`src/include/boot_rom_table.svh`:
```
/*
  Boot ROM contents, sixteen words indexed by the low four word-address
  bits. Included inside the ROM slave and the bus checker, which both
  import soc_bus_pkg for the word type.
*/
localparam bus_data_t BOOT_ROM_TABLE [16] = '{
  16'hfa31,  // cli, then xor
  16'hc08e,
  16'hd08e,  // mov ss
  16'hbc00,
  16'h7c00,  // Stack top
  16'hfbfc,  // sti, cld
  16'hb0f1,
  16'he6f1,
  16'h5bea,  // Reset vector, far jump
  16'h00e0,
  16'h00f0,  // Segment 0xf000
  16'h3036,
  16'h2f30,
  16'h392f,
  16'h3930,
  16'hfc00   // Model byte
};

```
`src/hw/soc_bus_pkg.sv`:
```
/*
  Shared definitions for the CPU-side I/O fabric.
  Holds the bus field types, the default address windows of the local
  slaves and the interrupt vector base. Modules import it in their header.
*/
package soc_bus_pkg;

  // Request address as {io_tag, word address 19:1}
  typedef logic [19:0] bus_addr_t;

  typedef logic [15:0] bus_data_t;  // One bus word
  typedef logic [1:0]  bus_sel_t;   // Byte lanes, bit 0 is the low byte

  // Interrupt lines, index 0 has the highest priority
  typedef logic [7:0]  irq_vec_t;
  typedef logic [2:0]  irq_id_t;    // Number of the line being served

  // Boot ROM, memory 0xfff00 - 0xfffff
  localparam bus_addr_t ROM_BASE  = 20'h7ff80;
  localparam bus_addr_t ROM_MASK  = 20'hfff80;  // Tag bit included

  // LED and switch port, io 0xf100 - 0xf103
  localparam bus_addr_t GPIO_BASE = 20'h87880;
  localparam bus_addr_t GPIO_MASK = 20'h87ffe;

  // Vector returned on acknowledge is this base plus the line number
  localparam bus_data_t IRQ_VECTOR_BASE = 16'h0008;

endpackage

```
`src/hw/reset_debounce.sv`:
```
/*
  Reset stretcher for the external active-low reset.
  Keeps the internal reset asserted while the input is low and for a
  further 2**DEBOUNCE_BITS cycles once it has been released.
*/
`timescale 1ns/10ps

module reset_debounce #(
  parameter int unsigned DEBOUNCE_BITS = 17
) (
  input  logic clk,
  input  logic rst_lck,
  output logic sys_rst_n_o
);

  logic [DEBOUNCE_BITS-1:0] cnt;

  always_ff @(posedge clk) begin
    if (!rst_lck) begin
      cnt         <= '1;  // Reload on every low sample
      sys_rst_n_o <= 1'b0;
    end else begin
      if (cnt != '0) begin
        cnt <= cnt - 1'b1;
      end
      // Released one edge after the count runs out
      sys_rst_n_o <= (cnt == '0);
    end
  end

endmodule

```
`src/hw/bus_window_decoder.sv`:
```
/*
  Address window decoder for the CPU bus.
  Routes the combined cyc/stb strobe to the boot ROM, the GPIO port or
  the built-in default slave, and returns the data and ack of the one
  selected. The default slave answers at once with zero data.
*/
`timescale 1ns/10ps

module bus_window_decoder
  import soc_bus_pkg::*;
#(
  parameter bus_addr_t ROM_BASE  = soc_bus_pkg::ROM_BASE,
  parameter bus_addr_t ROM_MASK  = soc_bus_pkg::ROM_MASK,
  parameter bus_addr_t GPIO_BASE = soc_bus_pkg::GPIO_BASE,
  parameter bus_addr_t GPIO_MASK = soc_bus_pkg::GPIO_MASK
) (
  // Master request
  input  bus_addr_t adr_i,
  input  logic      cyc_i,
  input  logic      stb_i,

  // Slave returns
  input  bus_data_t rom_dat_i,
  input  logic      rom_ack_i,
  input  bus_data_t gpio_dat_i,
  input  logic      gpio_ack_i,

  // Slave strobes
  output logic      rom_stb_o,
  output logic      gpio_stb_o,

  // Back to the master
  output bus_data_t dat_o,
  output logic      ack_o
);

  logic req;
  logic rom_hit;
  logic gpio_hit;
  logic def_hit;
  logic def_stb;

  // Single strobe for the slaves
  assign req = cyc_i & stb_i;

  // Window match, ROM takes precedence if the windows ever overlap
  assign rom_hit  = ((adr_i & ROM_MASK) == ROM_BASE);
  assign gpio_hit = !rom_hit && ((adr_i & GPIO_MASK) == GPIO_BASE);
  assign def_hit  = !rom_hit && !gpio_hit;

  assign rom_stb_o  = req & rom_hit;
  assign gpio_stb_o = req & gpio_hit;
  assign def_stb    = req & def_hit;  // Unmapped memory or io

  // Return path, selected by the same match
  always_comb begin
    if (rom_hit) begin
      dat_o = rom_dat_i;
      ack_o = rom_ack_i;
    end else if (gpio_hit) begin
      dat_o = gpio_dat_i;
      ack_o = gpio_ack_i;
    end else begin
      dat_o = '0;       // Default slave reads as zero
      ack_o = def_stb;  // Same-cycle ack
    end
  end

endmodule

```
`src/hw/boot_rom.sv`:
```
/*
  Read-only boot ROM slave for the top memory window.
  Sixteen words are mirrored across the whole window. Each strobe gets
  a registered one-cycle ack; writes are acked and have no effect.
*/
`timescale 1ns/10ps

module boot_rom
  import soc_bus_pkg::*;
(
  input  logic      clk,
  input  logic      rst_lck,
  input  logic      stb_i,
  input  bus_addr_t adr_i,
  output bus_data_t dat_o,
  output logic      ack_o
);

  `include "boot_rom_table.svh"

  logic [3:0] word_idx;

  // Upper address bits ignored, so the table repeats
  assign word_idx = adr_i[3:0];

  always_ff @(posedge clk) begin
    if (!rst_lck) begin
      ack_o <= 1'b0;
    end else begin
      ack_o <= stb_i & !ack_o;  // Drops while the master sees it
    end
  end

  always_ff @(posedge clk) begin
    if (stb_i) begin
      dat_o <= BOOT_ROM_TABLE[word_idx];
    end
  end

endmodule

```
`src/hw/gpio_leds.sv`:
```
/*
  LED and switch register on the io bus.
  Writes with the low lane selected load the LEDs, the high byte is
  read-only. Reads return the switches over the LEDs, one-cycle ack.
*/
`timescale 1ns/10ps

module gpio_leds
  import soc_bus_pkg::*;
(
  input  logic       clk,
  input  logic       rst_lck,
  input  logic       stb_i,
  input  logic       we_i,
  input  bus_sel_t   sel_i,
  input  bus_data_t  dat_i,
  input  logic [7:0] sw_i,
  output logic [7:0] leds_o,
  output bus_data_t  dat_o,
  output logic       ack_o
);

  logic access;

  assign access = stb_i & !ack_o;  // First cycle of a strobe

  always_ff @(posedge clk) begin
    if (!rst_lck) begin
      ack_o  <= 1'b0;
      leds_o <= '0;
    end else begin
      ack_o <= access;
      if (access && we_i && sel_i[0]) begin
        leds_o <= dat_i[7:0];
      end
    end
  end

  // Readback word
  always_ff @(posedge clk) begin
    if (access) begin
      dat_o <= {sw_i, leds_o};
    end
  end

endmodule

```
`src/hw/irq_ctrl.sv`:
```
/*
  Priority interrupt controller for eight request lines.
  Rising edges are latched as pending; intr_o stays high while any line
  is pending. iid_o names the lowest pending line, and an acknowledge
  pulse clears that line at the end of its cycle.
*/
`timescale 1ns/10ps

module irq_ctrl
  import soc_bus_pkg::*;
(
  input  logic     clk,
  input  logic     rst_lck,
  input  irq_vec_t irq_i,
  input  logic     inta_i,
  output logic     intr_o,
  output irq_id_t  iid_o
);

  irq_vec_t irq_q;    // Previous sample for edge detect
  irq_vec_t rise;
  irq_vec_t pend;
  irq_vec_t clr;

  assign rise = irq_i & ~irq_q;

  // Lowest index wins, scanned from the top down
  always_comb begin
    iid_o = '0;
    for (int i = $bits(irq_vec_t) - 1; i >= 0; i--) begin
      if (pend[i]) begin
        iid_o = irq_id_t'(i);
      end
    end
  end

  // Bit served by this acknowledge
  assign clr = inta_i ? (irq_vec_t'(1) << iid_o) : '0;

  always_ff @(posedge clk) begin
    if (!rst_lck) begin
      irq_q <= '0;
      pend  <= '0;
    end else begin
      irq_q <= irq_i;
      pend  <= (pend & ~clr) | rise;  // New edge beats a clear
    end
  end

  assign intr_o = |pend;

endmodule

```
`src/hw/io_fabric_top.sv`:
```
/*
  Top level of the CPU-side I/O fabric.
  Stretches the reset, decodes the bus into the boot ROM, the GPIO port
  and the default slave, and runs the interrupt controller. During an
  acknowledge the interrupt vector replaces the bus read data.
*/
`timescale 1ns/10ps

module io_fabric_top
  import soc_bus_pkg::*;
#(
  parameter int unsigned DEBOUNCE_BITS = 17,
  parameter bus_addr_t   ROM_BASE      = soc_bus_pkg::ROM_BASE,
  parameter bus_addr_t   ROM_MASK      = soc_bus_pkg::ROM_MASK,
  parameter bus_addr_t   GPIO_BASE     = soc_bus_pkg::GPIO_BASE,
  parameter bus_addr_t   GPIO_MASK     = soc_bus_pkg::GPIO_MASK
) (
  input  logic       clk,
  input  logic       rst_lck,

  // Bus master side
  input  bus_addr_t  adr_i,
  input  bus_data_t  dat_i,
  input  bus_sel_t   sel_i,
  input  logic       we_i,
  input  logic       cyc_i,
  input  logic       stb_i,
  input  logic       inta_i,
  output bus_data_t  dat_o,
  output logic       ack_o,
  output logic       intr_o,

  // Board side
  input  irq_vec_t   irq_i,
  input  logic [7:0] sw_i,
  output logic [7:0] leds_o
);

  logic      sys_rst_n;
  logic      rom_stb;
  logic      rom_ack;
  bus_data_t rom_dat;
  logic      gpio_stb;
  logic      gpio_ack;
  bus_data_t gpio_dat;
  bus_data_t bus_dat;
  irq_id_t   iid;

  reset_debounce #(
    .DEBOUNCE_BITS (DEBOUNCE_BITS)
  ) i_rst (
    .clk         (clk),
    .rst_lck     (rst_lck),
    .sys_rst_n_o (sys_rst_n)
  );

  bus_window_decoder #(
    .ROM_BASE  (ROM_BASE),
    .ROM_MASK  (ROM_MASK),
    .GPIO_BASE (GPIO_BASE),
    .GPIO_MASK (GPIO_MASK)
  ) i_dec (
    .adr_i      (adr_i),
    .cyc_i      (cyc_i),
    .stb_i      (stb_i),
    .rom_dat_i  (rom_dat),
    .rom_ack_i  (rom_ack),
    .gpio_dat_i (gpio_dat),
    .gpio_ack_i (gpio_ack),
    .rom_stb_o  (rom_stb),
    .gpio_stb_o (gpio_stb),
    .dat_o      (bus_dat),
    .ack_o      (ack_o)
  );

  boot_rom i_rom (
    .clk     (clk),
    .rst_lck (sys_rst_n),
    .stb_i   (rom_stb),
    .adr_i   (adr_i),
    .dat_o   (rom_dat),
    .ack_o   (rom_ack)
  );

  gpio_leds i_gpio (
    .clk     (clk),
    .rst_lck (sys_rst_n),
    .stb_i   (gpio_stb),
    .we_i    (we_i),
    .sel_i   (sel_i),
    .dat_i   (dat_i),
    .sw_i    (sw_i),
    .leds_o  (leds_o),
    .dat_o   (gpio_dat),
    .ack_o   (gpio_ack)
  );

  irq_ctrl i_pic (
    .clk     (clk),
    .rst_lck (sys_rst_n),
    .irq_i   (irq_i),
    .inta_i  (inta_i),
    .intr_o  (intr_o),
    .iid_o   (iid)
  );

  // Vector overrides bus data for the acknowledge cycle
  assign dat_o = inta_i ? (IRQ_VECTOR_BASE + bus_data_t'(iid)) : bus_dat;

endmodule

```
`config.mk`:
```
export PLATFORM = sky130hd
export DESIGN_NAME = io_fabric_top
export DESIGN_NICKNAME = d
export VERILOG_FILES = /design/src/hw/soc_bus_pkg.sv /design/src/hw/reset_debounce.sv /design/src/hw/bus_window_decoder.sv /design/src/hw/boot_rom.sv /design/src/hw/gpio_leds.sv /design/src/hw/irq_ctrl.sv /design/src/hw/io_fabric_top.sv
export VERILOG_INCLUDE_DIRS = /design/src /design/src/include
export SDC_FILE = /design/constraint.sdc
export NUM_CORES = 1
export LEC_CHECK = 0
export BUFFER_PORTS_ARGS = -buffer_cell sky130_fd_sc_hd__buf_2
export CELL_PAD_IN_SITES_DETAIL_PLACEMENT = 1
export CELL_PAD_IN_SITES_GLOBAL_PLACEMENT = 1
export CORE_ASPECT_RATIO = 0.9
export CORE_UTILIZATION = 44
export CTS_CLUSTER_SIZE = 30
export DETAILED_ROUTE_END_ITERATION = 12
export PLACE_DENSITY = 0.9
export SYNTH_ARGS = -nofsm -noshare
export SYNTH_HDL_FRONTEND = slang
export SYNTH_SLANG_ARGS = --single-unit
```
`constraint.sdc`:
```
create_clock -name clk -period 5.9 [get_ports clk]
set_clock_uncertainty 0.15 [all_clocks]
set_input_delay 0.885 -clock clk [delete_from_list [all_inputs] [get_ports clk]]
set_output_delay 0.885 -clock clk [all_outputs]
set_load 0.03 [all_outputs]
```
### After elaboration in Yosys (flattened, before gate mapping)

Memory sizes are Yosys's and may differ from the RTL's. A register that Yosys moved wholly into a read port is not among the register bits.
Cells that the tools add are included.
W data, S select, Z words.

| operators by class | value |
|---|---|
| eq/ne operators | 2 |
| shifts and indexed selects | 1 |
| divide/modulo/power cells | 0 |
| add/sub/neg operators | 2 |
| $lt $le $gt $ge | 0 |
| multiplexer cells | 14 |
| multipliers | 0 |
| reductions and logical operators | 11 |
| bitwise operators | 12 |

Operators with widths:

| operator | count |
|---|---|
| $mux W16 | 3 |
| $mux W3 | 8 |
| $logic_not A17 Y1 | 1 |
| $reduce_bool A17 Y1 | 1 |
| $sub A17 B1 Y17 const B | 1 |
| $and A8 B8 Y8 | 2 |
| $not A8 Y8 | 2 |
| $eq A15 B15 Y1 const B | 1 |
| $eq A13 B12 Y1 const B | 1 |
| $mux W8 | 1 |
| $or A8 B8 Y8 | 1 |
| $reduce_or A8 Y1 | 1 |
| $shl A1 B3 Y8 const A | 1 |
| $and A1 B1 Y1 | 6 |
| $add A4 B3 Y5 const A | 1 |
| $not A4 Y5 | 1 |
| $logic_and A1 B1 Y1 | 4 |
| $logic_not A1 Y1 | 4 |
| $mux W1 | 2 |

| word-level totals | value |
|---|---|
| output and inout bits | 26 |
| RAM bits | 0 |
| register bits after elaboration | 60 |
| memories | 1 |
| bits in latches | 0 |
| input bits | 60 |
| bits in read-only memories | 256 |
| word-level logic and storage cells | 51 |

Memory list:

| name | depth | bits a word | read ports | clocked after Yosys merged registers in | wr ports | RTL line | text |
|---|---|---|---|---|---|---|---|
| (name not given) | 16 | 16 | 1 | 1 | 0 | boot_rom.sv:36 | `dat_o <= BOOT_ROM_TABLE[word_idx];` |

### Logic depth before layout (Yosys ltp)

Gate-level depths: netlist of run 1.

| depth | value |
|---|---|
| depth after elaboration | 13 |
| depth in mapped cells | 8 |

### Cells and area by module

A second synthesis of run 1 with hierarchy kept.

| unflattened totals | value |
|---|---|
| cell total of the unflattened synthesis | 349 |
| area total of the unflattened synthesis | 3697.3 um2 |

By module, submodules not included:

| module | sequential area each (um2) | times used | cells each | area an instance (um2) |
|---|---|---|---|---|
| boot_rom | 500.5 | 1 | 79 | 908.4 |
| reset_debounce | 360.3 | 1 | 98 | 878.3 |
| gpio_leds | 660.6 | 1 | 55 | 849.6 |
| irq_ctrl | 320.3 | 1 | 67 | 630.6 |
| bus_window_decoder | 0.0 | 1 | 33 | 300.3 |
| io_fabric_top | 0.0 | 1 | 17 | 130.1 |

### Worst setup path after synthesis of run 1

Ideal clock, no wire load.

| timing | value |
|---|---|
| path kind | input-to-reg |
| start | input adr_i[3] |
| end | register i_gpio.dat_o[0], enable pin |
| path slack | 1.555 ns |
| cell stages on the path | 4 |
| arrival | 3.756 ns |
| required time | 5.312 ns |
| path through | clkbuf_1 > or4_4 > nor4_4 > nor4b_1 |

| between the ends | value |
|---|---|
| longest elaborated chain between the ends | 4 |

RTL lines:

| item | RTL line | text |
|---|---|---|
| start: declaration | io_fabric_top.sv:22 | `input bus_addr_t adr_i,` |
| $eq A15 B15 Y1 | bus_window_decoder.sv:48 | `assign gpio_hit = !rom_hit && ((adr_i & GPIO_MASK) == GPIO_BASE);` |
| $logic_and A1 B1 Y1 | bus_window_decoder.sv:48 |  |
| $and A1 B1 Y1 | bus_window_decoder.sv:52 | `assign gpio_stb_o = req & gpio_hit;` |
| $and A1 B1 Y1 | gpio_leds.sv:25 | `assign access = stb_i & !ack_o;` |
| named net i_gpio.access | gpio_leds.sv:23 | `logic access;` |
| end signal: assignment | gpio_leds.sv:42 | `dat_o <= {sw_i, leds_o};` |
| end: declaration | gpio_leds.sv:19 | `output bus_data_t dat_o,` |

The timed path passes the listed nets, and every way through them passes these cells.
A chain may end at the register's enable or synchronous reset.

### Final worst setup path of run 1

| timing | value |
|---|---|
| start | input adr_i[2] |
| end | output dat_o[0] |

| between the ends | value |
|---|---|
| longest elaborated chain between the ends | 5 |

RTL lines:

| item | RTL line | text |
|---|---|---|
| $eq A15 B15 Y1 | bus_window_decoder.sv:48 |  |
| $logic_and A1 B1 Y1 | bus_window_decoder.sv:48 |  |
| $mux W16 | bus_window_decoder.sv:60 | `end else if (gpio_hit) begin` |
| $mux W16 | bus_window_decoder.sv:57 | `if (rom_hit) begin` |
| $mux W16 | io_fabric_top.sv:108 | `assign dat_o = inta_i ? (IRQ_VECTOR_BASE + bus_data_t'(iid)) : bus_dat;` |
| end: declaration | io_fabric_top.sv:29 | `output bus_data_t dat_o,` |

No other way between the ends.

==> results.md, run 1 <==
- The flow ran to the end, and the final reports show no timing, DRC or antenna violations.
- Sorting the synthesized cells by how often they occur yields 44 x sky130_fd_sc_hd__dfxtp_1, 32 x sky130_fd_sc_hd__edfxtp_1, 31 x sky130_fd_sc_hd__nand2_1, 26 x sky130_fd_sc_hd__nor2_1, 17 x sky130_fd_sc_hd__a22oi_1.
- For this design the static power due to leakage is roughly 1.6 nW.
- The path class of the tightest hold or removal check is reg -> reg.
- TritonCTS built the clock tree.
- The number of placement rows is 30.
- During synthesis, Yosys emitted a total of 0 warnings.
- When the netlist entered floorplanning its net count stood at 402.
- The critical path data required time is between 4000 and 5000 ps.
- The startpoint-to-endpoint class of the critical path is in -> out.
- Wire segments on met3 add up to between 400 and 500 um in the final route.
- After detailed routing, the average wire length per cell comes to around 18 um.
- The biggest area contributor in the post-synthesis netlist is sky130_fd_sc_hd__edfxtp_1.
- After detailed routing, the wire length on met1 is a little under 4000 um.
- The residual DRC count is 0.
- The layout overhead on the synthesized area is 18.3%.
- The remaining number of nets flagged by the antenna check after routing is 0.
- The share of the synthesized area in the top cell type is 27.6%.
- The final net count is 474.
- For this run, the top clock speed supported by timing is around 240 MHz.
- The clock latency of the later-clocked register in the worst-skew pair is roughly 350 ps.
- The hold violation count in the final report was 0.
- After synthesis, the share of flip-flops with an asynchronous set or reset is 0%.
- The core region area is 0.00758 mm2.
- Global routing used between 20% and 30% of the available tracks across all layers.
- Yosys mapped a number of flops with a built-in enable equal to 32.
- The final-report setup violation count is 0.
- The number of design-rule violations left by the first detailed-router iteration is 187.
- The global placement routability congestion is ~0.84.
- The routed via count is approximately 2,800.
- In the routed layout, each cell is associated on average with a via count of 5.60.
- The maximum buffer depth of the clock tree is 2.
- The overall power consumption is 0.999 mW.
- After synthesis, the netlist uses 50 different library cells.
- By area the synthesized netlist is led by sky130_fd_sc_hd__edfxtp_1 28%, sky130_fd_sc_hd__dfxtp_1 25%, sky130_fd_sc_hd__a22oi_1 3.7%, sky130_fd_sc_hd__nand2_1 3.3%, sky130_fd_sc_hd__xnor2_1 3.0%.
- The initial utilization of the core area, before any placement, comes to 45.9%.
- The post-route netlist has 25.1% of its cells at a drive strength greater than 1.
- Among all flip-flop cells after synthesis, the most frequent one is sky130_fd_sc_hd__dfxtp_1.
- The via count of the first global-routing pass is 2,974.
- In the final layout, the multi-input gates occupy roughly 0.0015 mm2.
- The total number of H-tree levels is 3.
- The final-report max-slew violation count came to 0.
- The filler cell count is slightly below 900.
- The most numerous cell type found on the critical path is sky130_fd_sc_hd__buf_2.
- The combined area of all synthesized cells is approximately 0.0035 mm2.
- In this run the count of I/O pins placed on the die edge is 86.
- STA classifies the critical path endpoint as an output pin.
- Setup repair after global routing left no endpoint under its margin.
- The pre-antenna-repair detailed-routing pass consisted of 4 iterations.
- At the pin with the least slew margin, the transition time is 1080 ps.
- The part of the cycle the worst path needs is a little under three quarters.
- The worst slew margin relative to its limit is 27.5%.
- After clock tree synthesis, the repair step resized 0 gates.
- Entering global routing, the biggest net connects 27 pins.
- Summed over all nets, wire length on met2 after detailed routing comes to between 4000 and 5000 um.
- The top layer used by detailed routing is met4.
- The largest individual stage delay along the critical path comes from the cell sky130_fd_sc_hd__nor4_4.
- The worst setup path is launched from an input pin.
- The floorplan die width is between 90 and 100 um.
- After layout, the minimum clock period comes to roughly 4200 ps.
- 0 antenna diodes ended up in the layout.
- Dividing total power by cell area gives a power density of 243 mW/mm2.
- The worst supply voltage drop on vdd is roughly 0.19 mV.
- The clock net sink count is between 70 and 80.
- From bottom edge to top edge, the die measures 86.4 um.
- The number of buffer cells added on primary ports is 76.
- Walking the worst path, the cells encountered are buf_2 -> or4_4 -> nor4_4 -> a22oi_1 -> o22ai_1 -> buf_2.
- For the worst setup path, the data arrival time is 3180 ps.
- The average instance in the mapped netlist occupies between 10 and 15 um2.
- In this run, synthesis produced a sequential element count of 76.
- The number of hold buffers added after cts is 0.
- The tree is rooted in a sky130_fd_sc_hd__clkbuf_8.
- The number of buffers created by CTS is 9.
- Summing the sequential cell areas from Yosys gives between 50 and 60% of the chip area.
- The number of post-CTS setup repair buffers is 0.
- The total congestion overflow after global routing is 0.
- The floorplan step defined a die boundary enclosing 0.00827 mm2.
- After clock tree synthesis, the clock-pin slew on the worst setup and hold paths is roughly 80 ps.
- In the synthesized netlist, the number of instances is roughly 330.
- The count of maximum capacitance violations is 0.
- The initial antenna violation count is 0.
- Of all nets on the critical path, the largest fanout is 19.
- The wire length reported by the detailed router is approximately 9000 um.
- The HPWL after detailed placement is 6070 um.
- The longest individual stage delay on the worst path is ~900 ps.
- The leading cell type by number of instances after synthesis is sky130_fd_sc_hd__dfxtp_1.
- The setup total negative slack is 0 ps.
- The area taken by flip-flops and latches is around 0.0018 mm2.
- The first-pass GRT wire length is 14,700 um.
[critical path: cells and delay by family]
kind / cells / cell delay [ps]
buffers and inverters: 2 / 420
AOI/OAI and AO/OA: 2 / 430
and+or+nand+nor: 2 / 1430
[final timing paths]
| kind | from | endpoint | slack, ps | cells past startpoint |
|---|---|---|---|---|
| worst max register to register | i_rst.cnt[11] | i_rst.cnt[13] | 3110 | 5 |
| worst min-delay path | i_gpio.leds_o[6] | i_gpio.dat_o[6] | 320 | 0 |
| worst min register to register | i_gpio.leds_o[6] | i_gpio.dat_o[6] | 320 | 0 |
| worst max-delay path | adr_i[2] | dat_o[0] | 1680 | 6 |
[final cells by class]
class | instances | share of cell area [%]
flip-flops and latches | 76 | 44.7
multi-input cells | 229 | 37.0
repair buffers | 78 | 9.60
clock buffers | 12 | 3.89
well taps | 96 | 2.92
inverters | 12 | 1.09
clock inverters | 4 | 0.729
[report_power, final]
group	leakage (nW)	internal (mW)	switching, mW	total (mW)
registers	0.661	0.549	0.00231	0.551
logic	0.861	0.0295	0.0395	0.0689
clock network	0.0955	0.185	0.194	0.379
total	1.62	0.763	0.236	0.999
[routing by layer]
| metal | vias to the layer above | global-route usage [%] |
|---|---|---|
| li1 | 1351 | - |
| met1 | 1375 | 28.3 |
| met2 | 91 | 40.5 |
| met3 | 21 | 5.35 |
| met4 | 0 | 9.91 |
| met5 | - | 0 |
[flip-flops by register name, indices dropped and copies added, names as in the netlist]
signal / flops
i_rst.sys_rst_n_o: 1
i_gpio.dat_o: 16
i_rom.ack_o: 1
i_pic.irq_q: 8
i_rst.cnt: 17
i_pic.pend: 8
i_gpio.ack_o: 1
i_gpio.leds_o: 8
i_rom.dat_o: 16
[placed cells by master (no fill, tap or decap), types with 2 or more instances in the layout]
cell and count:
sky130_fd_sc_hd__buf_2 76, sky130_fd_sc_hd__dfxtp_1 44, sky130_fd_sc_hd__edfxtp_1 32, sky130_fd_sc_hd__nand2_1 31, sky130_fd_sc_hd__nor2_1 26, sky130_fd_sc_hd__a22oi_1 17, sky130_fd_sc_hd__nor2b_1 16, sky130_fd_sc_hd__a21oi_1 15
sky130_fd_sc_hd__xnor2_1 12, sky130_fd_sc_hd__inv_1 11, sky130_fd_sc_hd__o21ai_0 11, sky130_fd_sc_hd__mux2i_1 10, sky130_fd_sc_hd__and2_1 9, sky130_fd_sc_hd__clkbuf_8 9, sky130_fd_sc_hd__nand3_1 8, sky130_fd_sc_hd__ha_1 8
sky130_fd_sc_hd__nor4_1 5, sky130_fd_sc_hd__nand2b_1 5, sky130_fd_sc_hd__and3_1 5, sky130_fd_sc_hd__a21boi_0 5, sky130_fd_sc_hd__or3_1 4, sky130_fd_sc_hd__nor3_1 4, sky130_fd_sc_hd__o41ai_1 3, sky130_fd_sc_hd__a2111oi_0 3
sky130_fd_sc_hd__nand4b_1 2, sky130_fd_sc_hd__nor4_2 2, sky130_fd_sc_hd__o22ai_1 2, sky130_fd_sc_hd__o21bai_1 2, sky130_fd_sc_hd__mux4_2 2, sky130_fd_sc_hd__o31ai_1 2, sky130_fd_sc_hd__or4_1 2, sky130_fd_sc_hd__a211oi_1 2
sky130_fd_sc_hd__o21ai_1 2, sky130_fd_sc_hd__buf_4 2
[cells by family (layout without fill, tap and decap cells)]
kind of cell | Yosys count | after routing | share of synthesized area, %
AND/OR/NAND/NOR | 128 | 128 | 20.1
adder cells (fa/ha/maj) | 8 | 8 | 2.88
flip-flops | 76 | 76 | 52.9
buffers and inverters | 29 | 106 | 3.60
XOR/XNOR | 12 | 12 | 3.02
multiplexers | 13 | 13 | 4.50
AO/OA/AOI/OAI | 68 | 68 | 12.9
[through the flow]
step	area (um2)	worst slack (ps)	utilization [%]	std cells	hold WS (ps)
3_5_place_dp	3930	1700	51.8	491	299
5_1_grt	4120	1520	54.3	507	335
4_1_cts	4120	1640	54.3	507	320
6_report	4120	1680	54.3	507	317
3_3_place_gp	3930	1740	51.8	491	296
2_1_floorplan	3480	1560	-	334	289
Note: power is estimated with default switching activity, not from simulation.
==> run 2: changes to the inputs <==
--- a/config.mk
+++ b/config.mk
@@ -6,14 +6,15 @@
 export SDC_FILE = /design/constraint.sdc
 export NUM_CORES = 1
 export LEC_CHECK = 0
+export ABC_AREA = 1
 export BUFFER_PORTS_ARGS = -buffer_cell sky130_fd_sc_hd__buf_2
 export CELL_PAD_IN_SITES_DETAIL_PLACEMENT = 1
 export CELL_PAD_IN_SITES_GLOBAL_PLACEMENT = 1
 export CORE_ASPECT_RATIO = 0.9
-export CORE_UTILIZATION = 44
+export CORE_UTILIZATION = 39
 export CTS_CLUSTER_SIZE = 30
 export DETAILED_ROUTE_END_ITERATION = 12
-export PLACE_DENSITY = 0.9
+export PLACE_DENSITY = 0.85
 export SYNTH_ARGS = -nofsm -noshare
 export SYNTH_HDL_FRONTEND = slang
 export SYNTH_SLANG_ARGS = --single-unit
==> constraint.sdc (replaced) <==
create_clock -name clk -period 4.3 [get_ports clk]
set_clock_uncertainty 0.15 [all_clocks]
set_input_delay 0.645 -clock clk [delete_from_list [all_inputs] [get_ports clk]]
set_output_delay 0.645 -clock clk [all_outputs]
set_load 0.03 [all_outputs]
==> results.md, run 2 <==
- After detailed routing, the number of vias per cell comes to about 4.8.
- Clock-pin slew was measured on the worst setup and hold paths at approximately 70 ps.
- Synthesis produced a netlist with a net count of 522.
- In the finished design, the share of the clock period the worst path needs comes to between 60% and 70%.
- The number of design-rule violations left by the first detailed-router iteration is roughly 160.
- The synthesized design contains 32 enable-type register cells.
- The via count of the first global-routing pass is ~3,300.
- Detailed routing inserted a total of approximately 3,200 vias.
- More flip-flops sit in one register than any other, and that register is i_rst.cnt.
- The number of buffers created by CTS is 9.
- After Yosys synthesis, full adders, half adders and majority gates account for 2.79% of the synthesized area.
- The number of flip-flops under the largest register name is 17.
- Across all register-to-register paths, the minimum setup slack is 2250 ps.
- Leaving out fill and tap cells, the most frequent cells in the layout are 137 x sky130_fd_sc_hd__nand2_1, 76 x sky130_fd_sc_hd__buf_2, 62 x sky130_fd_sc_hd__nor2_1.
- The sequential element share of the synthesized area is between 50 and 60%.
- The first global-routing pass estimated 15,400 um of wire.
- Setup violations remaining at the end of the flow were counted as 0.
- After global routing the overflow that remains totals 0.
- The total routing usage reported by global routing is between 20% and 30%.
- The final-report max-slew violation count is 0.
- The endpoint of the worst hold-timing path is i_pic.pend[5].
- The number of search-and-repair iterations in the first detailed-routing pass is 4.
- STA puts the critical path data arrival time at 2160 ps.
- The maximum number of pins on one net before global-route repair is 24.
- Synthesis handed over a netlist of between 400 and 500 instances.
- The share of the synthesized area in the top cell type is 26.7%.
- The startpoint-to-endpoint class of the critical path is in -> out.
- The die is about 93 um tall.
- The path category of the worst min-delay check is reg -> reg.
- The maximum buffer depth of the clock tree is 2.
- The number of hold buffers added after cts is 0.
- The worst setup path is launched from an input pin.
- The clock latency of the later-clocked register in the worst-skew pair is between 300 and 400 ps.
- The TritonCTS clock tree is yes.
- The flop and latch count out of synthesis is 76.
- Post-CTS timing repair inserted 0 buffers for setup.
- The layout overhead on the synthesized area is 19.4%.
- The worst setup path is captured at an output pin.
- The achievable frequency is 339 MHz.
- The launching point of the worst reg2reg path is i_rst.cnt[0].
- In this run, post-CTS repair resized a total of 0 instances.
- Measured against the total synthesized area, the mux share comes to 0%.
- The met3 track utilization from global routing is under 10%.
- The combined area of all synthesized cells is between 0.003 and 0.004 mm2.
- The net count of the finished layout is 600.
- The post-synthesis xor/xnor area fraction is 2.68%.
- met2 is the most crowded layer.
- The routed length per placed instance is ~14 um.
- The number of warnings issued by yosys is 0.
- The commonest register cell after synthesis is sky130_fd_sc_hd__dfxtp_1.
- Sorting the synthesized cells by area gives the leading types as sky130_fd_sc_hd__edfxtp_1 27%, sky130_fd_sc_hd__dfxtp_1 25%, sky130_fd_sc_hd__nand2_1 14%, sky130_fd_sc_hd__nor2_1 6.5%, sky130_fd_sc_hd__inv_1 5.3%.
- Of all flip-flops after synthesis, the portion carrying an async set or reset was 0%.
- The largest fanout of any net on the critical path is 17.
- After Yosys synthesis, and, or, nand and nor cells account for between 20% and 30% of the synthesized area.
- The count of nets left with antenna violations once routing finished came out at 0.
- The initialized floorplan defines 32 standard-cell rows.
- Dividing total power by cell area gives a power density of approximately 330 mW/mm2.
- The main combinational cell family by area after synthesis is simple AND/OR/NAND/NOR gates.
- Setup repair after global routing left no endpoint under its margin.
- Yosys instantiated no cell more often than sky130_fd_sc_hd__nand2_1.
- The hold violation count in the final report is 0.
- The floorplan die width is 103 um.
- The most common library cell in the layout ignoring fill and taps is sky130_fd_sc_hd__nand2_1.
- The per-instance average area after synthesis is about 8 um2.
- For this run, global-route usage on met1 was measured as about a quarter.
- For the pin with the worst max-slew slack, the measured transition is a little over 900 ps.
- The floorplan step defined a core boundary enclosing roughly 0.009 mm2.
- Once the floorplan was initialized, standard cells occupied between 40% and 50% of the core.
- The initial antenna violation count is 0.
- The endpoint identified for the worst register-to-register timing path is i_rst.cnt[3].
- The static leakage is 2.01 nW.
- At the worst endpoint, the required time is around 3500 ps.
- The count of maximum capacitance violations is 0.
- The share of post-route cells with drive strength above 1 is a little over a fifth.
- The wire length reported by the detailed router is 9460 um.
- The count of pins on the block boundary is 86.
- In this run the tool buffered the top-level ports with between 70 and 80 buffer cells.
- The shortest clock period the worst path allows after layout is just under 3000 ps.
- The HPWL after detailed placement is between 7000 and 8000 um.
- Timing analysis after detailed placement gives a worst setup slack of about 1400 ps.
- In the final layout, the registers with the most flip-flops are i_rst.cnt (17), i_gpio.dat_o (16), i_rom.dat_o (16).
- The post-synthesis cell type with the largest combined area is sky130_fd_sc_hd__edfxtp_1.
- Summed over all failing endpoints, the final setup total negative slack is 0 ps.
- The count of placed standard cells in the final layout, fillers left out is around 660.
- The overall die area is approximately 0.0096 mm2.
- Sorting the synthesized cells by how often they occur yields 137 x sky130_fd_sc_hd__nand2_1, 62 x sky130_fd_sc_hd__nor2_1, 51 x sky130_fd_sc_hd__inv_1, 44 x sky130_fd_sc_hd__dfxtp_1, 32 x sky130_fd_sc_hd__edfxtp_1.
- The global-route track usage on met2 is 39.1%.
- The clock net sink count is 76.
- The congestion estimate from routability-driven global placement came to around 0.9.
- The instance count along the most critical hold path is 1.
- The worst setup margin is 1350 ps.
- For this run, design rule violations remaining after detail routing come to 0.
- The run finished with clean final reports.
- The count of placed standard cells including taps is between 600 and 700.
- The synthesized netlist devotes approximately 8.1% of its cell area to compound gates.
- In this run the tightest slew margin relative to its limit is 39.1%.
- Measured in cells, the most critical reg-to-reg path has a length of 7.
- The worst-case IR drop observed on VDD is approximately 0.17 mV.
- The worst hold path begins at i_pic.irq_q[5].
- The final core utilization is 48.9%.
- Hold timing on the final database bottoms out at a slack of between 200 and 300 ps.
- The root buffer cell is sky130_fd_sc_hd__clkbuf_8.
- After synthesis, the netlist uses 34 different library cells.
- The total number of H-tree levels is 3.
- The repair_antennas step left the layout with diodes totalling 0.
## run 2: logic make-up after synthesis
group                    Yosys count
flip-flops                        76
AND/OR/NAND/NOR                  237
adder cells (fa/ha/maj)            8
XOR/XNOR                          11
buffers and inverters             69
AO/OA/AOI/OAI                     53
## run 2: layer usage
layer  up-vias  routed length, um  share of wire, %
li1       1589                  -                 -
met1      1488               4080                43
met2        67               4880                52
met3        13                392               4.1
met4         0                104               1.1
met5         -                  0                 0
## run 2: critical path: stages
cell and delay (ps):
sky130_fd_sc_hd__buf_2 180, sky130_fd_sc_hd__clkinv_2 150, sky130_fd_sc_hd__nand2_2 70, sky130_fd_sc_hd__nor2_2 130
sky130_fd_sc_hd__nand2_2 110, sky130_fd_sc_hd__inv_2 260, sky130_fd_sc_hd__nand2_1 100, sky130_fd_sc_hd__a22oi_1 260
sky130_fd_sc_hd__buf_2 260
## run 2: worst max-delay path by stage
stage	slack, ps	start	end
floorplan	1670	adr_i[1]	dat_o[10]
global placement	1430	adr_i[2]	dat_o[0]
detailed placement	1400	adr_i[3]	dat_o[0]
CTS	1360	adr_i[3]	dat_o[1]
global route	1230	adr_i[2]	dat_o[1]
finish	1350	adr_i[3]	dat_o[1]
## run 2: area by class of cell
| cell class | instances | area, um2 |
|---|---|---|
| multi-input cells | 309 | 1480 |
| fillers | 1112 | 4480 |
| clock inverters | 6 | 78.8 |
| clock buffers | 10 | 128 |
| inverters | 59 | 223 |
| flip-flops and latches | 76 | 1840 |
| repair buffers | 77 | 388 |
| well taps | 119 | 149 |
## run 2: where the power goes
part           switching [mW]  total (mW)  internal, mW
registers             0.00196       0.755         0.753
logic                  0.0543      0.0889        0.0347
clock network           0.253       0.575         0.322
total                   0.309        1.42          1.11
## run 2: metrics by stage
step / cell area [um2] / power, mW
after floorplan: 3590 / 0.817
after global routing: 4290 / 1.47
after global placement: 4080 / 0.855
after CTS: 4290 / 1.43
after detailed placement: 4080 / 0.860
final: 4290 / 1.42
==> run 3: changes to the inputs <==
==> constraint.sdc (replaced) <==
create_clock -name clk -period 2.75 [get_ports clk]
set_clock_uncertainty 0.15 [all_clocks]
set_input_delay 0.4125 -clock clk [delete_from_list [all_inputs] [get_ports clk]]
set_output_delay 0.4125 -clock clk [all_outputs]
set_load 0.03 [all_outputs]
==> results.md, run 3 (synthesized netlist as in run 2, its figures left out) <==
- The run finished with clean final reports.
- The number of hold buffers added after cts is 0.
- Across every metal layer, demand over resource in global routing totals approximately 22%.
- At the pin with the least slew margin, the transition time is between 500 and 600 ps.
- Data arrives at the worst endpoint at 1940 ps.
- The most critical setup path has its startpoint at adr_i[2].
- After clock tree synthesis, the clock-pin slew on the worst setup and hold paths is approximately 80 ps.
- The worst supply voltage drop on vdd is ~0.28 mV.
- The design internal power is between 1.5 and 2 mW.
- Walking the worst path, the cells encountered are buf_2 -> nor2_1 -> nand2_1 -> nor2_1 -> nand2_2 -> inv_2 -> nand2_1 -> a22oi_1 -> buf_2.
- The achievable frequency is 400 MHz.
- The detailed router placed 3,183 vias in this run.
- After detailed routing, the total wire length is around 9500 um.
- The pre-CTS setup slack is ~240 ps.
- The initial antenna violation count is 0.
- The floorplan has 32 rows.
- The static leakage is slightly above 2 nW.
- The combinational power share is ~6.2%.
- The most common library cell in the layout ignoring fill and taps is sky130_fd_sc_hd__nand2_1.
- The top cell types in the final layout, fill and taps aside, are 137 x sky130_fd_sc_hd__nand2_1, 76 x sky130_fd_sc_hd__buf_2, 62 x sky130_fd_sc_hd__nor2_1.
- The path class of the tightest hold or removal check is in -> reg.
- The worst hold margin is around 86 ps.
- The routed length per placed instance is 14.5 um.
- The clock passes through at most 2 buffers.
- The congestion estimate from routability-driven global placement came to slightly below 0.9.
- Headroom to the max-slew limit came out at 64.5%.
- The number of antenna diodes in the final layout is 0.
- The worst setup path is launched from an input pin.
- The first global-routing pass estimated ~16,000 um of wire.
- The capturing element type of the critical path is an output pin.
- The switching power total is a little under 0.5 mW.
- The critical path data required time is between 2000 and 2500 ps.
- The number of flip-flops under the largest register name is 17.
- The via count of the first global-routing pass came to roughly 3,500.
- The cell sitting at the root of the clock tree is a sky130_fd_sc_hd__clkbuf_8.
- Along the worst path, the maximum fanout reaches 17.
- The layout overhead on the synthesized area is 20.9%.
- The launching point of the worst reg2reg path is i_rst.cnt[0].
- In this run, the clock network consumes between 40% and 50% of the power.
- Setup repair after global routing left no endpoint under its margin.
- The number of search-and-repair iterations in the first detailed-routing pass is 4.
- For this run, the slowest stage of the critical path takes ~260 ps.
- Of the cells placed in the final design, the portion with a size suffix greater than 1 is a little over a fifth.
- After floorplanning, the core was sized to cover approximately 0.009 mm2.
- The register with the most flip-flops in the final layout is i_rst.cnt.
- The number of buffer cells added on primary ports is 76.
- In this run, flip-flops and latches consume between 50% and 60% of the power.
- Max-cap violations in this run came to 0.
- The worst hold path begins at sw_i[7].
- The filler cell count is roughly 1,100.
- The count of pins on the block boundary is 86.
- The final-report setup violation count is 0.
- In the routed design, unresolved DRC markers number 0.
- The number of resized instances in the post-cts repair step is 0.
- The largest registers in the layout are i_rst.cnt (17), i_gpio.dat_o (16), i_rom.dat_o (16).
- The hold violation count in the final report is 0.
- From bottom edge to top edge, the die measures around 93 um.
- The tree built by TritonCTS fans out to 76 sinks.
- After detailed routing, the number of vias per cell comes to a little under 5.
- The critical path contains buffers and inverters numbering 3 combined.
- Across all setup checks in the final design, the least slack found is 251 ps.
- In this design, the largest share of critical-path delay is due to buffers and inverters.
- The setup total negative slack is 0 ps.
- The detail route stage leaves a number of antenna-violating nets equal to 0.
- The maximum number of pins on one net before global-route repair is 22.
- In this run switching power makes up between 20% and 30% of total power.
- Of the available clock period, the critical path in the final layout requires between 90% and 100%.
- The initial utilization of the core area, before any placement, comes to roughly 41%.
- The total overflow left after global routing is 0.
- The TritonCTS clock tree is yes.
- The total number of H-tree levels is 3.
- The clock reaches the later pin of the worst-skew pair after 350 ps.
- By startpoint and endpoint, the worst setup path is classified as in -> out.
- In this run the power density over the cells is ~520 mW/mm2.
- The die covers around 0.0096 mm2.
- The final-report max-slew violation count is 0.
- The number of buffers created by CTS is 9.
- The slowest stage of the critical path belongs to the cell sky130_fd_sc_hd__inv_2.
- The final net count is 603.
- The floorplan die width is between 100 and 150 um.
- The shortest clock period the worst path allows after layout is 2500 ps.
- The HPWL after detailed placement is about 7400 um.
- The number of post-CTS setup repair buffers is 0.
- For this block, the initial DRC count from the detailed router was 112.
==> run 3: changes by cell type in the layout (fill, tap and decap cells not counted), sizes merged <==
cell | before | now
buf | 77 | 80
bufinv | 2 | 1
clkbuf | 10 | 12
clkinv | 5 | 3
inv | 58 | 59
==> run 3: through the flow <==
| step | instance area, um2 | total power [mW] | utilization [%] | cells |
|---|---|---|---|---|
| finish | 4340 | 2.28 | 49.5 | 659 |
| global route | 4340 | 2.36 | 49.5 | 659 |
| floorplan | 3590 | 1.28 | - | 454 |
| detailed placement | 4110 | 1.34 | 46.8 | 643 |
| CTS | 4340 | 2.30 | 49.5 | 659 |
| global placement | 4110 | 1.34 | 46.8 | 643 |
==> run 3: per-layer routing <==
layer  global-route usage [%]  share of wire (%)
met1                     23.7                 43
met4                     7.39                2.0
met3                     5.53                4.2
met2                     40.4                 51
met5                        0                  0
==> run 3: path summary, 6_finish.rpt <==
path                                         end  depth (start not counted)  slack [ps]
worst max-delay path                    dat_o[1]                          9         250
worst min-delay path            i_gpio.dat_o[15]                          1          90
worst max register to register     i_rst.cnt[12]                          7         630
worst min register to register     i_pic.pend[2]                          1         260
==> run 3: area by class of cell <==
type	count	area [um2]	share of cell area [%]
Inverter	59	223	5.13
Timing Repair Buffer	80	410	9.45
Tap cell	119	149	3.43
Multi-Input combinational cell	309	1480	34.1
Clock inverter	4	50.0	1.15
Clock buffer	12	188	4.32
Sequential cell	76	1840	42.4
==> run 3: power by group through the flow <==
stage          sequential (mW)  clock, mW  combinational [mW]
2_1_floorplan             1.21          0              0.0730
3_3_place_gp              1.21          0               0.130
3_5_place_dp              1.21          0               0.139
4_1_cts                   1.18      0.980               0.141
5_1_grt                   1.18       1.02               0.156
6_report                  1.18      0.956               0.140
==> run 3: worst register-to-register path, stage by stage, from the launching register on <==
cell and delay (ps):
sky130_fd_sc_hd__dfxtp_1 330, sky130_fd_sc_hd__inv_1 140, sky130_fd_sc_hd__ha_1 210, sky130_fd_sc_hd__nand3_1 230, sky130_fd_sc_hd__nor3_2 390, sky130_fd_sc_hd__nand4_1 310, sky130_fd_sc_hd__nand4_1 180, sky130_fd_sc_hd__nand2_1 70
